===== config.mk =====
export PLATFORM = sky130hd
export DESIGN_NAME = lane_link_rx
export DESIGN_NICKNAME = d
export VERILOG_FILES = /design/src/link_cfg_pkg.sv /design/src/link_frame_pkg.sv /design/src/lane_sample_if.sv /design/src/flit_framer.sv /design/src/lane_link_rx.sv /design/src/lane_sampler.sv /design/src/link_cfg_regs.sv
export SDC_FILE = /design/constraint.sdc
export NUM_CORES = 1
export LEC_CHECK = 0
export BUFFER_PORTS_ARGS = -buffer_cell sky130_fd_sc_hd__buf_2
export CAP_MARGIN = 25
export CORE_MARGIN = 2
export CORE_UTILIZATION = 59
export DETAILED_ROUTE_END_ITERATION = 7
export PLACE_DENSITY_LB_ADDON = 0.08
export SETUP_SLACK_MARGIN = 0.2
export SYNTH_ARGS = -nofsm -noshare
export SYNTH_HDL_FRONTEND = slang
export SYNTH_HIERARCHICAL = 1
export SYNTH_SLANG_ARGS = --single-unit
export TNS_END_PERCENT = 50

===== constraint.sdc =====
create_clock -name CLK -period 4.2 [get_ports CLK]
set_clock_uncertainty 0.1 [all_clocks]
set_input_delay 0.21 -clock CLK [delete_from_list [all_inputs] [get_ports CLK]]
set_output_delay 0.21 -clock CLK [all_outputs]
set_load 0.01 [all_outputs]

===== src/link_cfg_pkg.sv =====
package link_cfg_pkg;

    // ----------------------------------------
    // Bit-period register
    // ----------------------------------------

    localparam int DIV_W = 10;

    // Bit period in CLK cycles after reset.
    localparam logic [DIV_W-1:0] DIV_RESET = 10'd16;

    // Anything shorter leaves no room for a mid-bit sample.
    localparam logic [DIV_W-1:0] DIV_MIN = 10'd4;

endpackage


===== src/link_frame_pkg.sv =====
package link_frame_pkg;

    // ----------------------------------------
    // Frame format
    // ----------------------------------------

    localparam int LANES     = 5;
    localparam int FLIT_W    = 10;
    localparam int MAX_FLITS = 5;
    localparam int DATA_W    = FLIT_W * MAX_FLITS;

    // Value expected on header lanes 4..2.
    localparam logic [2:0] HDR_MARK = 3'b101;

    // Length code carried on header lanes 1..0.
    typedef enum logic [1:0] {
        LEN_NONE = 2'd0,
        LEN_1    = 2'd1,
        LEN_2    = 2'd2,
        LEN_5    = 2'd3
    } len_code_t;

endpackage


===== src/lane_sample_if.sv =====
`timescale 1ns/1ns

interface lane_sample_if;
    import link_frame_pkg::*;

    logic             strobe;
    logic [LANES-1:0] bits;
    logic             idle;
    logic             hunt;

    modport sampler (
        output strobe, bits, idle,
        input  hunt
    );

    modport framer (
        input  strobe, bits, idle,
        output hunt
    );

endinterface


===== src/flit_framer.sv =====
`timescale 1ns/1ns

module flit_framer (
    input  logic                              CLK,
    input  logic                              nRST,
    lane_sample_if.framer                     smp,
    output logic [link_frame_pkg::DATA_W-1:0] data,
    output link_frame_pkg::len_code_t         comma_sel,
    output logic                              done,
    output logic                              rx_err
);
    import link_frame_pkg::*;

    typedef enum logic [2:0] {
        S_HUNT,
        S_HEADER,
        S_DATA,
        S_STOP,
        S_RECOVER
    } frame_state_t;

    localparam int SLOT_W = $clog2(MAX_FLITS * FLIT_W / LANES);

    frame_state_t      state;
    len_code_t         len_q;
    len_code_t         hdr_code;
    logic [SLOT_W-1:0] slot;
    logic [SLOT_W-1:0] last_slot;
    logic [DATA_W-1:0] shift;
    logic              hdr_ok;

    // Number of data bit-times in a frame, less one.
    function automatic logic [SLOT_W-1:0] last_of(len_code_t code);
        logic [SLOT_W-1:0] n;
        case (code)
            LEN_1:   n = SLOT_W'(1 * FLIT_W / LANES - 1);
            LEN_2:   n = SLOT_W'(2 * FLIT_W / LANES - 1);
            LEN_5:   n = SLOT_W'(MAX_FLITS * FLIT_W / LANES - 1);
            default: n = '0;
        endcase
        return n;
    endfunction

    assign smp.hunt  = (state == S_HUNT);
    assign hdr_code  = len_code_t'(smp.bits[1:0]);
    assign hdr_ok    = (smp.bits[4:2] == HDR_MARK) && (hdr_code != LEN_NONE);
    assign last_slot = last_of(len_q);

    // ----------------------------------------
    // Frame FSM
    // ----------------------------------------

    always_ff @(posedge CLK, negedge nRST) begin
        if (!nRST) begin
            state     <= S_HUNT;
            len_q     <= LEN_NONE;
            slot      <= '0;
            done      <= 1'b0;
            rx_err    <= 1'b0;
            data      <= '0;
            comma_sel <= LEN_NONE;
        end else begin
            done   <= 1'b0;
            rx_err <= 1'b0;
            case (state)
                S_HUNT: begin
                    // The sampler only strobes here once the start has been confirmed.
                    if (smp.strobe) begin
                        slot  <= '0;
                        state <= S_HEADER;
                    end
                end
                S_HEADER: begin
                    if (smp.strobe) begin
                        if (hdr_ok) begin
                            len_q <= hdr_code;
                            state <= S_DATA;
                        end else begin
                            rx_err <= 1'b1;
                            state  <= S_RECOVER;
                        end
                    end
                end
                S_DATA: begin
                    if (smp.strobe) begin
                        slot <= slot + 1'b1;
                        if (slot == last_slot) begin
                            state <= S_STOP;
                        end
                    end
                end
                S_STOP: begin
                    if (smp.strobe) begin
                        if (&smp.bits) begin
                            data      <= shift;
                            comma_sel <= len_q;
                            done      <= 1'b1;
                            state     <= S_HUNT;
                        end else begin
                            rx_err <= 1'b1;
                            state  <= S_RECOVER;
                        end
                    end
                end
                S_RECOVER: begin
                    if (smp.idle) begin
                        state <= S_HUNT;
                    end
                end
                default: state <= S_HUNT;
            endcase
        end
    end

    // Flit assembly, five bits per data bit-time from bit 0 upward.
    always_ff @(posedge CLK) begin
        if (smp.strobe && (state == S_HUNT)) begin
            shift <= '0;
        end else if (smp.strobe && (state == S_DATA)) begin
            shift[slot*LANES +: LANES] <= smp.bits;
        end
    end

    // ----------------------------------------
    // Checks
    // ----------------------------------------

    a_start_is_low: assert property (
        @(posedge CLK) disable iff (!nRST)
        (smp.strobe && (state == S_HUNT)) |-> (smp.bits == '0)
    );

    a_done_has_len: assert property (
        @(posedge CLK) disable iff (!nRST)
        done |-> (comma_sel != LEN_NONE)
    );

endmodule


===== src/lane_link_rx.sv =====
`timescale 1ns/1ns

module lane_link_rx (
    input  logic                              CLK,
    input  logic                              nRST,
    input  logic [link_frame_pkg::LANES-1:0]  lanes,
    input  logic                              cfg_req,
    input  logic [link_cfg_pkg::DIV_W-1:0]    cfg_wdata,
    output logic                              cfg_ack,
    output logic [link_frame_pkg::DATA_W-1:0] data,
    output link_frame_pkg::len_code_t         comma_sel,
    output logic                              done,
    output logic                              rx_err
);
    import link_cfg_pkg::*;

    logic [DIV_W-1:0] bit_div;

    lane_sample_if smp_if ();

    link_cfg_regs i_link_cfg_regs (
        .CLK       (CLK),
        .nRST      (nRST),
        .cfg_req   (cfg_req),
        .cfg_wdata (cfg_wdata),
        .cfg_ack   (cfg_ack),
        .bit_div   (bit_div)
    );

    lane_sampler i_lane_sampler (
        .CLK     (CLK),
        .nRST    (nRST),
        .lanes   (lanes),
        .bit_div (bit_div),
        .smp     (smp_if.sampler)
    );

    flit_framer i_flit_framer (
        .CLK       (CLK),
        .nRST      (nRST),
        .smp       (smp_if.framer),
        .data      (data),
        .comma_sel (comma_sel),
        .done      (done),
        .rx_err    (rx_err)
    );

endmodule


===== src/lane_sampler.sv =====
`timescale 1ns/1ns

module lane_sampler (
    input  logic                             CLK,
    input  logic                             nRST,
    input  logic [link_frame_pkg::LANES-1:0] lanes,
    input  logic [link_cfg_pkg::DIV_W-1:0]   bit_div,
    lane_sample_if.sampler                   smp
);
    import link_frame_pkg::*;
    import link_cfg_pkg::*;

    logic [LANES-1:0] sync_1;
    logic [LANES-1:0] sync_2;
    logic [DIV_W-1:0] div_q;
    logic [DIV_W-1:0] cnt;
    logic             active;
    logic             first;
    logic             hunt_q;
    logic             start_seen;
    logic             hunt_rise;
    logic             expire;
    logic             false_start;
    logic             fire;

    // ----------------------------------------
    // Lane synchronizer
    // ----------------------------------------

    always_ff @(posedge CLK, negedge nRST) begin
        if (!nRST) begin
            sync_1 <= '1;
            sync_2 <= '1;
        end else begin
            sync_1 <= lanes;
            sync_2 <= sync_1;
        end
    end

    assign smp.idle = &sync_2;

    // ----------------------------------------
    // Start search and bit timing
    // ----------------------------------------

    assign start_seen  = smp.hunt && !active && (sync_2 == '0);
    assign hunt_rise   = smp.hunt && !hunt_q;
    assign expire      = active && (cnt == '0);
    // The start bit must still be low at its middle, else it was a glitch.
    assign false_start = expire && first && (sync_2 != '0);
    assign fire        = expire && !false_start && !hunt_rise;

    always_ff @(posedge CLK, negedge nRST) begin
        if (!nRST) begin
            active <= 1'b0;
            first  <= 1'b0;
            hunt_q <= 1'b0;
            div_q  <= DIV_RESET;
            cnt    <= '0;
        end else begin
            hunt_q <= smp.hunt;
            if (start_seen) begin
                // Latch the period so a config write cannot disturb this frame.
                active <= 1'b1;
                first  <= 1'b1;
                div_q  <= bit_div;
                cnt    <= (bit_div >> 1) - 1'b1;
            end else if (hunt_rise || false_start) begin
                active <= 1'b0;
            end else if (expire) begin
                first <= 1'b0;
                cnt   <= div_q - 1'b1;
            end else if (active) begin
                cnt <= cnt - 1'b1;
            end
        end
    end

    always_ff @(posedge CLK, negedge nRST) begin
        if (!nRST) begin
            smp.strobe <= 1'b0;
        end else begin
            smp.strobe <= fire;
        end
    end

    always_ff @(posedge CLK) begin
        if (fire) begin
            smp.bits <= sync_2;
        end
    end

endmodule


===== src/link_cfg_regs.sv =====
`timescale 1ns/1ns

module link_cfg_regs (
    input  logic                           CLK,
    input  logic                           nRST,
    input  logic                           cfg_req,
    input  logic [link_cfg_pkg::DIV_W-1:0] cfg_wdata,
    output logic                           cfg_ack,
    output logic [link_cfg_pkg::DIV_W-1:0] bit_div
);
    import link_cfg_pkg::*;

    logic take;

    // A new request is one that has not been acknowledged yet.
    assign take = cfg_req && !cfg_ack;

    always_ff @(posedge CLK, negedge nRST) begin
        if (!nRST) begin
            cfg_ack <= 1'b0;
        end else begin
            cfg_ack <= cfg_req;
        end
    end

    // Short periods are acknowledged like any other write but dropped.
    always_ff @(posedge CLK, negedge nRST) begin
        if (!nRST) begin
            bit_div <= DIV_RESET;
        end else if (take && (cfg_wdata >= DIV_MIN)) begin
            bit_div <= cfg_wdata;
        end
    end

    // ----------------------------------------
    // Checks
    // ----------------------------------------

    // The write data must not move while a request is up.
    a_wdata_held: assert property (
        @(posedge CLK) disable iff (!nRST)
        (cfg_req && $past(cfg_req)) |-> $stable(cfg_wdata)
    );

endmodule


==> flow_metrics.py, run 1 <==
metrics = {
    "synth": {
        "netlist.top_cell.by_area": "sky130_fd_sc_hd__dfrtp_1",
        "post-synth-top-area-fraction_pct": 34.13,
        "synth_sequential_area_ratio_pct": 54.96,
        "synth.avg_cell_area_um2": 11.75,
        "post_synthesis_net_count": 623,
        "synth_top_flop_cell": "sky130_fd_sc_hd__dfrtp_1",
        "yosys-top-cells-area": "sky130_fd_sc_hd__dfrtp_1 34%, sky130_fd_sc_hd__dfxtp_1 14%, sky130_fd_sc_hd__mux2_2 10%",
        "yosys-top-cells-count": "96 x sky130_fd_sc_hd__dfrtp_1, 92 x sky130_fd_sc_hd__nand2_1, 63 x sky130_fd_sc_hd__mux2_2",
        "async_reset_ff_share_pct": 66.26,
        "post_synth_edffs": 5,
        "synth-seq-cells": 163,
        "ys_warn_count": 6,
        "synthMostInstantiatedCell": "sky130_fd_sc_hd__dfrtp_1",
        "post_synth_inst_count": 599,
        "post_synth_instance_area_um2": 7039,
        "synth.lib_cells_used.distinct": 71,
    },
    "sta": {
        "slew_headroom_pct": 40.68,
        "fmaxAchievable_mhz": 270.6,
        "finalWorstPathRequiredPeriod_ns": 3.695,
        "worstMarginPinSlew_ns": 0.8897,
        "hold_violations": 0,
        "maxSlewViolCount": 0,
        "setup_repair_after_global_routing_missed_its_margin": "false",
        "setup_viol_count_final": 0,
        "tns_ns": 0,
        "finalCritPeriodShare_pct": 87.98,
    },
    "min_path": {
        "worstHoldEndpoint": "i_lane_sampler/sync_2[1]",
        "worst_hold_path_type": "flop to flop",
        "worst_hold_startpoint": "i_lane_sampler/sync_1[1]",
        "holdPathStages": 0,
    },
    "final_layout": {
        "post-route-cell-area_um2": 8149,
        "finish.net_count": 705,
        "layout.cells.non_filler": 837,
        "n_antenna_cell": 0,
        "area_growth_pct": 15.77,
        "drive_gt1_share_pct": 31.41,
    },
    "setup_path": {
        "rr_endpoint": "i_lane_sampler/cnt[4]",
        "worstPathBufferInverterCount": 1,
        "timing.setup.critical_path_class": "flop to flop",
        "reg2reg_from": "i_flit_framer/state[1]",
        "cp_data_arrival_time_ns": 3.90,
        "critPathCaptureType": "flop",
        "critPathMaxFanout": 12,
        "required_time_at_the_endpoint_of_the_critical_path_ns": 4.41,
        "timing.critical_path.max_delay_family": "simple AND/OR/NAND/NOR gates",
        "critical-path-max-stage-delay_ns": 0.61,
        "path_cells": "nor3_1, or4b_4, nor2_4, o221ai_1, inv_1, ha_1, nor3b_1, mux2_2, a311o_1",
        "worst_path_max_delay_cell": "sky130_fd_sc_hd__or4b_4",
        "rr_worst_depth": 9,
        "regToRegSetupSlack_ns": 0.50,
        "crit_path_start_kind": "flop",
    },
    "clock_tree": {
        "cts_max_path_buffers": 2,
        "cts_tree": "done",
        "cts_buffers": 17,
        "worst_skew_pair.late_latency_ns": 0.43,
        "htree_levels": 4,
        "clock_tree_root_driver_cell": "sky130_fd_sc_hd__clkbuf_16",
        "worst_setup_hold_path_clk_slew_ns": 0.06,
        "cts_setup_buffers": 0,
        "cts.repair.resized": 0,
        "cts_num_sinks": 163,
    },
    "place": {
        "placedInstanceArea_um2": 7390,
        "place.port_buffers": 72,
        "detailed_place_hpwl_um": 9875,
        "globalplace.congestion": 0.9137,
        "placedCellCount": 788,
    },
    "pwr": {
        "worst_ir_drop_vdd_v": 0.0003316,
        "total_power_mw": 3.732,
        "p_leak_nw": 3.867,
        "power_density_nw_per_um2": 458.0,
    },
    "die": {
        "std_cell_rows": 39,
        "dieArea_um2": 12820,
        "boundaryPins": 73,
        "coreArea_um2": 11520,
        "die_height_um": 113.2,
        "start_util_pct": 61.13,
        "die_width_um": 113.2,
    },
    "detailed_routing": {
        "drt_first_iter_violations": 285,
        "routed_via_density": 5.742,
        "wl_per_cell_um": 17.17,
        "drc_errors": 7,
        "antenna_violating_nets_post_route": 0,
        "route.final.wire_length_um": 14370,
        "drt_first_pass_iters": 7,
        "route.vias.total": 4806,
    },
    "run_status": {
        "run_status": "complete, but fails checks",
        "failing_checks": "DRC",
    },
    "grt": {
        "grt_pass1_wl_um": 23750,
        "grt_antenna_before_repair": 0,
        "grt-ovfl-total": 0,
        "track_usage_pct": 23.71,
        "largest_net_degree_at_the_start_of_global_routing": 70,
        "vias_in_the_first_global_route": 4803,
    },
    "job": {
        "cap_violations": 0,
    },
}
metrics by stage:
stage,worst slack [ns],hold WS (ns),util (%)
final,0.5048,0.2558,70.76
after global routing,0.2811,0.2550,70.76
after CTS,0.5299,0.2569,70.76
after global placement,0.6898,0.2153,64.17
after detailed placement,0.5670,0.2161,64.17
after floorplan,0.9416,-0.1856,-
worst reg2reg max path: stages (launching register included):
cell	delay, ns
sky130_fd_sc_hd__dfrtp_1	0.50
sky130_fd_sc_hd__nor3_1	0.43
sky130_fd_sc_hd__or4b_4	0.61
sky130_fd_sc_hd__nor2_4	0.27
sky130_fd_sc_hd__o221ai_1	0.25
sky130_fd_sc_hd__inv_1	0.13
sky130_fd_sc_hd__ha_1	0.20
sky130_fd_sc_hd__nor3b_1	0.37
sky130_fd_sc_hd__mux2_2	0.38
sky130_fd_sc_hd__a311o_1	0.35
layer usage:
| metal | track usage, % | wire length (um) |
|---|---|---|
| met2 | 39.88 | 7318 |
| met3 | 5.678 | 648 |
| met4 | 9.837 | 238 |
| met1 | 29.48 | 6166 |
| met5 | 0 | 0 |
cell type report:
class,instances,area (um^2)
inverters,10,37.54
well taps,143,178.9
multi-input cells,396,2912
repair buffers,93,563.0
clock buffers,19,464.2
clock inverters,13,125.1
flip-flops and latches,163,3869
fillers,849,3367
registers in the layout, indices dropped and copies added, names as in the netlist:
signal	flops
i_flit_framer/data	50
i_flit_framer/shift	50
i_lane_sampler/cnt	10
i_lane_sampler/div_q	10
i_link_cfg_regs/bit_div	10
i_lane_sampler/smp.bits	5
i_lane_sampler/sync_1	5
i_lane_sampler/sync_2	5
i_flit_framer/slot	4
i_flit_framer/state	3
i_flit_framer/comma_sel	2
i_flit_framer/len_q	2
i_flit_framer/done	1
i_flit_framer/rx_err	1
i_lane_sampler/active	1
i_lane_sampler/first	1
i_lane_sampler/hunt_q	1
i_lane_sampler/smp.strobe	1
i_link_cfg_regs/cfg_ack	1
repair_timing:
item                       in CTS  in global routing
setup endpoints to repair       0                  0
hold endpoints to repair       72                  0
hold buffers                   17                  0
power by group:
part | switching (mW) | internal [mW] | total, mW | leakage [nW]
logic | 0.237 | 0.180 | 0.417 | 1.75
clock network | 0.640 | 0.873 | 1.51 | 0.275
registers | 0.118 | 1.68 | 1.80 | 1.84
how the worst max path moves through the flow:
stage	end	cells after the start	slack, ns	from
6_report	i_lane_sampler/cnt[4]	9	0.50	i_flit_framer/state[1]
5_1_grt	i_lane_sampler/cnt[4]	9	0.28	i_flit_framer/state[1]
4_1_cts	i_lane_sampler/cnt[4]	9	0.53	i_flit_framer/state[1]
3_5_place_dp	i_lane_sampler/cnt[4]	9	0.57	i_flit_framer/state[1]
3_3_place_gp	i_lane_sampler/cnt[4]	9	0.69	i_flit_framer/state[1]
2_1_floorplan	i_lane_sampler/cnt[4]	11	0.94	i_flit_framer/state[1]
cell families (layout without fill, tap and decap cells):
kind of cell	count (synthesis)	after routing	share of synthesized area, %
flip-flops	163	163	54.96
adder cells (fa/ha/maj)	6	6	1.066
AO/OA/AOI/OAI	67	67	6.950
XOR/XNOR	5	5	0.6221
AND/OR/NAND/NOR	212	212	16.49
buffers and inverters	40	135	3.679
multiplexers	106	106	16.23
cell usage in the layout, fill, tap and decap left out, types with 9 or more instances in the layout:
master	instances
sky130_fd_sc_hd__dfrtp_1	96
sky130_fd_sc_hd__dlygate4sd3_1	17
sky130_fd_sc_hd__nand2_1	92
sky130_fd_sc_hd__mux2_2	63
sky130_fd_sc_hd__nand3_1	19
sky130_fd_sc_hd__nor2_1	22
sky130_fd_sc_hd__inv_1	9
sky130_fd_sc_hd__clkbuf_16	18
sky130_fd_sc_hd__nor3_1	12
sky130_fd_sc_hd__nor4_1	10
sky130_fd_sc_hd__o21ai_0	18
sky130_fd_sc_hd__dfstp_2	12
sky130_fd_sc_hd__buf_2	71
sky130_fd_sc_hd__mux2i_1	41
sky130_fd_sc_hd__dfxtp_1	50
sky130_fd_sc_hd__a31oi_1	9
Power figures use the tool's default switching activity.
==> run 2, diff against run 1 <==
--- a/config.mk
+++ b/config.mk
@@ -6,11 +6,10 @@
 export NUM_CORES = 1
 export LEC_CHECK = 0
 export BUFFER_PORTS_ARGS = -buffer_cell sky130_fd_sc_hd__buf_2
-export CAP_MARGIN = 25
 export CORE_MARGIN = 2
 export CORE_UTILIZATION = 59
 export DETAILED_ROUTE_END_ITERATION = 7
-export PLACE_DENSITY_LB_ADDON = 0.08
+export PLACE_DENSITY = 0.79
 export SETUP_SLACK_MARGIN = 0.2
 export SYNTH_ARGS = -nofsm -noshare
 export SYNTH_HDL_FRONTEND = slang
==> run 2 against run 1 <==
  * The run still ends with DRC left
  * Via count shrank 0.44%
  * Worst hold slack about the same
  * Register-to-register slack barely moved
  * Clock-buffer cell count unchanged
  * Non-clock buffer count grew 1
  * Sequential cell count unchanged
  * Critical endpoint unchanged
  * Cell area shrank 0.15%
  * Routed wire length up 0.96%
  * Global-route usage rose by 0.77 points
  * Total power down 1.1%
  * Clock power is 3% lower
  * Sequential share of layout area increased by 0.073 points
==> flow_metrics.py, run 2 (synthesis results as in run 1) <==
metrics = {
    "pwr": {
        "cell_internal_pwr_mw": 2.702,
        "combinationalPowerShare_pct": 11.4,
        "power.share.sequential_pct": 48.8,
        "switching_share_of_total_power_pct": 26.77,
        "worst_ir_drop_vdd_v": 0.0003030,
        "p_leak_nw": 3.860,
        "p_clk_share_pct": 39.8,
        "net-switching-power_mw": 0.9878,
        "power_density_nw_per_um2": 453.5,
    },
    "sta": {
        "slew_headroom_pct": 26.54,
        "hold_violations": 0,
        "finalWorstSetupSlack_ns": 0.4928,
        "worstMarginPinSlew_ns": 1.102,
        "finalWorstPathRequiredPeriod_ns": 3.707,
        "fmaxAchievable_mhz": 269.7,
        "setup_repair_after_global_routing_missed_its_margin": "false",
        "maxSlewViolCount": 0,
        "setup_viol_count_final": 0,
        "finalCritPeriodShare_pct": 88.27,
        "tns_ns": 0,
    },
    "grt": {
        "vias_in_the_first_global_route": 4935,
        "grt_antenna_before_repair": 0,
        "track_usage_pct": 24.49,
        "grt_pass1_wl_um": 24630,
        "grt-ovfl-total": 0,
        "largest_net_degree_at_the_start_of_global_routing": 74,
    },
    "die": {
        "dieArea_um2": 12820,
        "std_cell_rows": 39,
        "start_util_pct": 61.13,
        "die_width_um": 113.2,
        "coreArea_um2": 11520,
        "die_height_um": 113.2,
        "boundaryPins": 73,
    },
    "setup_path": {
        "required_time_at_the_endpoint_of_the_critical_path_ns": 4.41,
        "worstPathBufferInverterCount": 1,
        "cp_data_arrival_time_ns": 3.92,
        "critPathCaptureType": "flop",
        "critical-path-max-stage-delay_ns": 0.60,
        "crit_path_start_kind": "flop",
        "critPathMaxFanout": 12,
        "timing.critical_path.max_delay_family": "simple AND/OR/NAND/NOR gates",
        "path_cells": "nor3_1, or4b_4, nor2_4, o221ai_1, inv_1, ha_1, nor3b_1, mux2_2, a311o_1",
        "worst_path_max_delay_cell": "sky130_fd_sc_hd__or4b_4",
        "timing.setup.critical_path_class": "flop to flop",
    },
    "clock_tree": {
        "htree_levels": 4,
        "cts_buffers": 17,
        "cts_num_sinks": 163,
        "worst_setup_hold_path_clk_slew_ns": 0.06,
        "cts_setup_buffers": 0,
        "worst_skew_pair.late_latency_ns": 0.42,
        "cts_tree": "done",
        "cts_max_path_buffers": 2,
        "clock_tree_root_driver_cell": "sky130_fd_sc_hd__clkbuf_16",
    },
    "detailed_routing": {
        "drt_first_iter_violations": 277,
        "antenna_violating_nets_post_route": 0,
        "drt_first_pass_iters": 6,
        "route.final.wire_length_um": 14510,
        "routed_via_density": 5.710,
        "route.vias.total": 4785,
        "drc_errors": 7,
        "wl_per_cell_um": 17.31,
    },
    "final_layout": {
        "area_growth_pct": 15.59,
        "reg_top3": "i_flit_framer/data (50), i_flit_framer/shift (50)",
        "n_antenna_cell": 0,
        "mostFrequentLayoutCell": "sky130_fd_sc_hd__dfrtp_1",
        "seqCellArea_um2": 3869,
        "post-route-cell-area_um2": 8137,
        "final.fill_count": 822,
        "area_taken_by_multi_input_logic_gates_um2": 2912,
        "finish.net_count": 706,
        "layout.cells.most_common_list": "96 x sky130_fd_sc_hd__dfrtp_1, 92 x sky130_fd_sc_hd__nand2_1, 71 x sky130_fd_sc_hd__buf_2, 63 x sky130_fd_sc_hd__mux2_2, 50 x sky130_fd_sc_hd__dfxtp_1",
        "drive_gt1_share_pct": 31.37,
    },
    "place": {
        "preCtsSetupSlack_ns": 0.5304,
        "globalplace.congestion": 0.9059,
        "placedInstanceArea_um2": 7397,
        "place.port_buffers": 72,
        "detailed_place_hpwl_um": 10020,
    },
    "min_path": {
        "worst_hold_path_type": "flop to flop",
    },
    "job": {
        "cap_violations": 0,
    },
    "run_status": {
        "run_status": "complete, but fails checks",
        "failing_checks": "DRC",
    },
}
[run 2: cell types whose count changed in the layout (fill, tap and decap cells not counted)]
cell / before / now
sky130_fd_sc_hd__clkinv_4: 3 / 4
sky130_fd_sc_hd__clkinv_2: 1 / 0
sky130_fd_sc_hd__clkbuf_1: 0 / 1
sky130_fd_sc_hd__inv_6: 1 / 2
sky130_fd_sc_hd__inv_8: 1 / 0
sky130_fd_sc_hd__buf_4: 5 / 6
sky130_fd_sc_hd__clkbuf_16: 18 / 17
[run 2: layer usage]
layer | up-vias | wire (um) | global-route usage, %
met3 | 19 | 700 | 5.624
met2 | 116 | 7167 | 41.32
met5 | - | 0 | 0
li1 | 2315 | - | -
met4 | 0 | 262 | 8.780
met1 | 2335 | 6378 | 31.11
[run 2: worst register-to-register path: stages, from the launching register on]
cell and delay, ns:
sky130_fd_sc_hd__dfrtp_1 0.51, sky130_fd_sc_hd__nor3_1 0.45, sky130_fd_sc_hd__or4b_4 0.60, sky130_fd_sc_hd__nor2_4 0.25, sky130_fd_sc_hd__o221ai_1 0.26, sky130_fd_sc_hd__inv_1 0.14
sky130_fd_sc_hd__ha_1 0.20, sky130_fd_sc_hd__nor3b_1 0.36, sky130_fd_sc_hd__mux2_2 0.38, sky130_fd_sc_hd__a311o_1 0.34
[run 2: power groups by stage]
stage                     sequential, mW  clock, mW  combinational, mW
after floorplan                     1.78          0              0.319
after global placement              1.83          0              0.398
after detailed placement            1.83          0              0.407
after CTS                           1.80       1.49              0.422
after global routing                1.81       1.57              0.476
final                               1.80       1.47              0.421
[run 2: repair_timing]
action                     CTS  global route
setup endpoints to repair    0             0
gates resized for setup      0             0
hold buffers                17             0
hold endpoints to repair    76             0
[run 2: area by class of cell]
class | count | area share (%)
tap | 143 | 2.199
multi-input combinational | 396 | 35.78
timing repair buffer | 94 | 7.012
clock inverter | 13 | 1.553
inverter | 10 | 0.4613
sequential | 163 | 47.55
clock buffer | 19 | 5.444
[run 2: path summary, 6_finish.rpt]
path,from,slack (ns),end,depth (start not counted)
max,i_flit_framer/state[1],0.49,i_lane_sampler/cnt[4],9
max in group asynchronous,nRST,2.65,i_flit_framer/data[28],3
min reg2reg,i_lane_sampler/sync_1[0],0.26,i_lane_sampler/sync_2[0],0
max reg2reg,i_flit_framer/state[1],0.49,i_lane_sampler/cnt[4],9
min in group asynchronous,nRST,0.35,i_flit_framer/data[16],2
min,i_lane_sampler/sync_1[0],0.26,i_lane_sampler/sync_2[0],0
[run 2: per-stage QoR]
step	util, %	hold slack [ns]	std cells	power [mW]
3_5_place_dp	64.23	0.2163	789	2.235
4_1_cts	70.65	0.2567	838	3.710
6_report	70.65	0.2562	838	3.690
2_1_floorplan	-	-0.1856	599	2.097
3_3_place_gp	64.23	0.2153	789	2.224
5_1_grt	70.65	0.2577	838	3.860
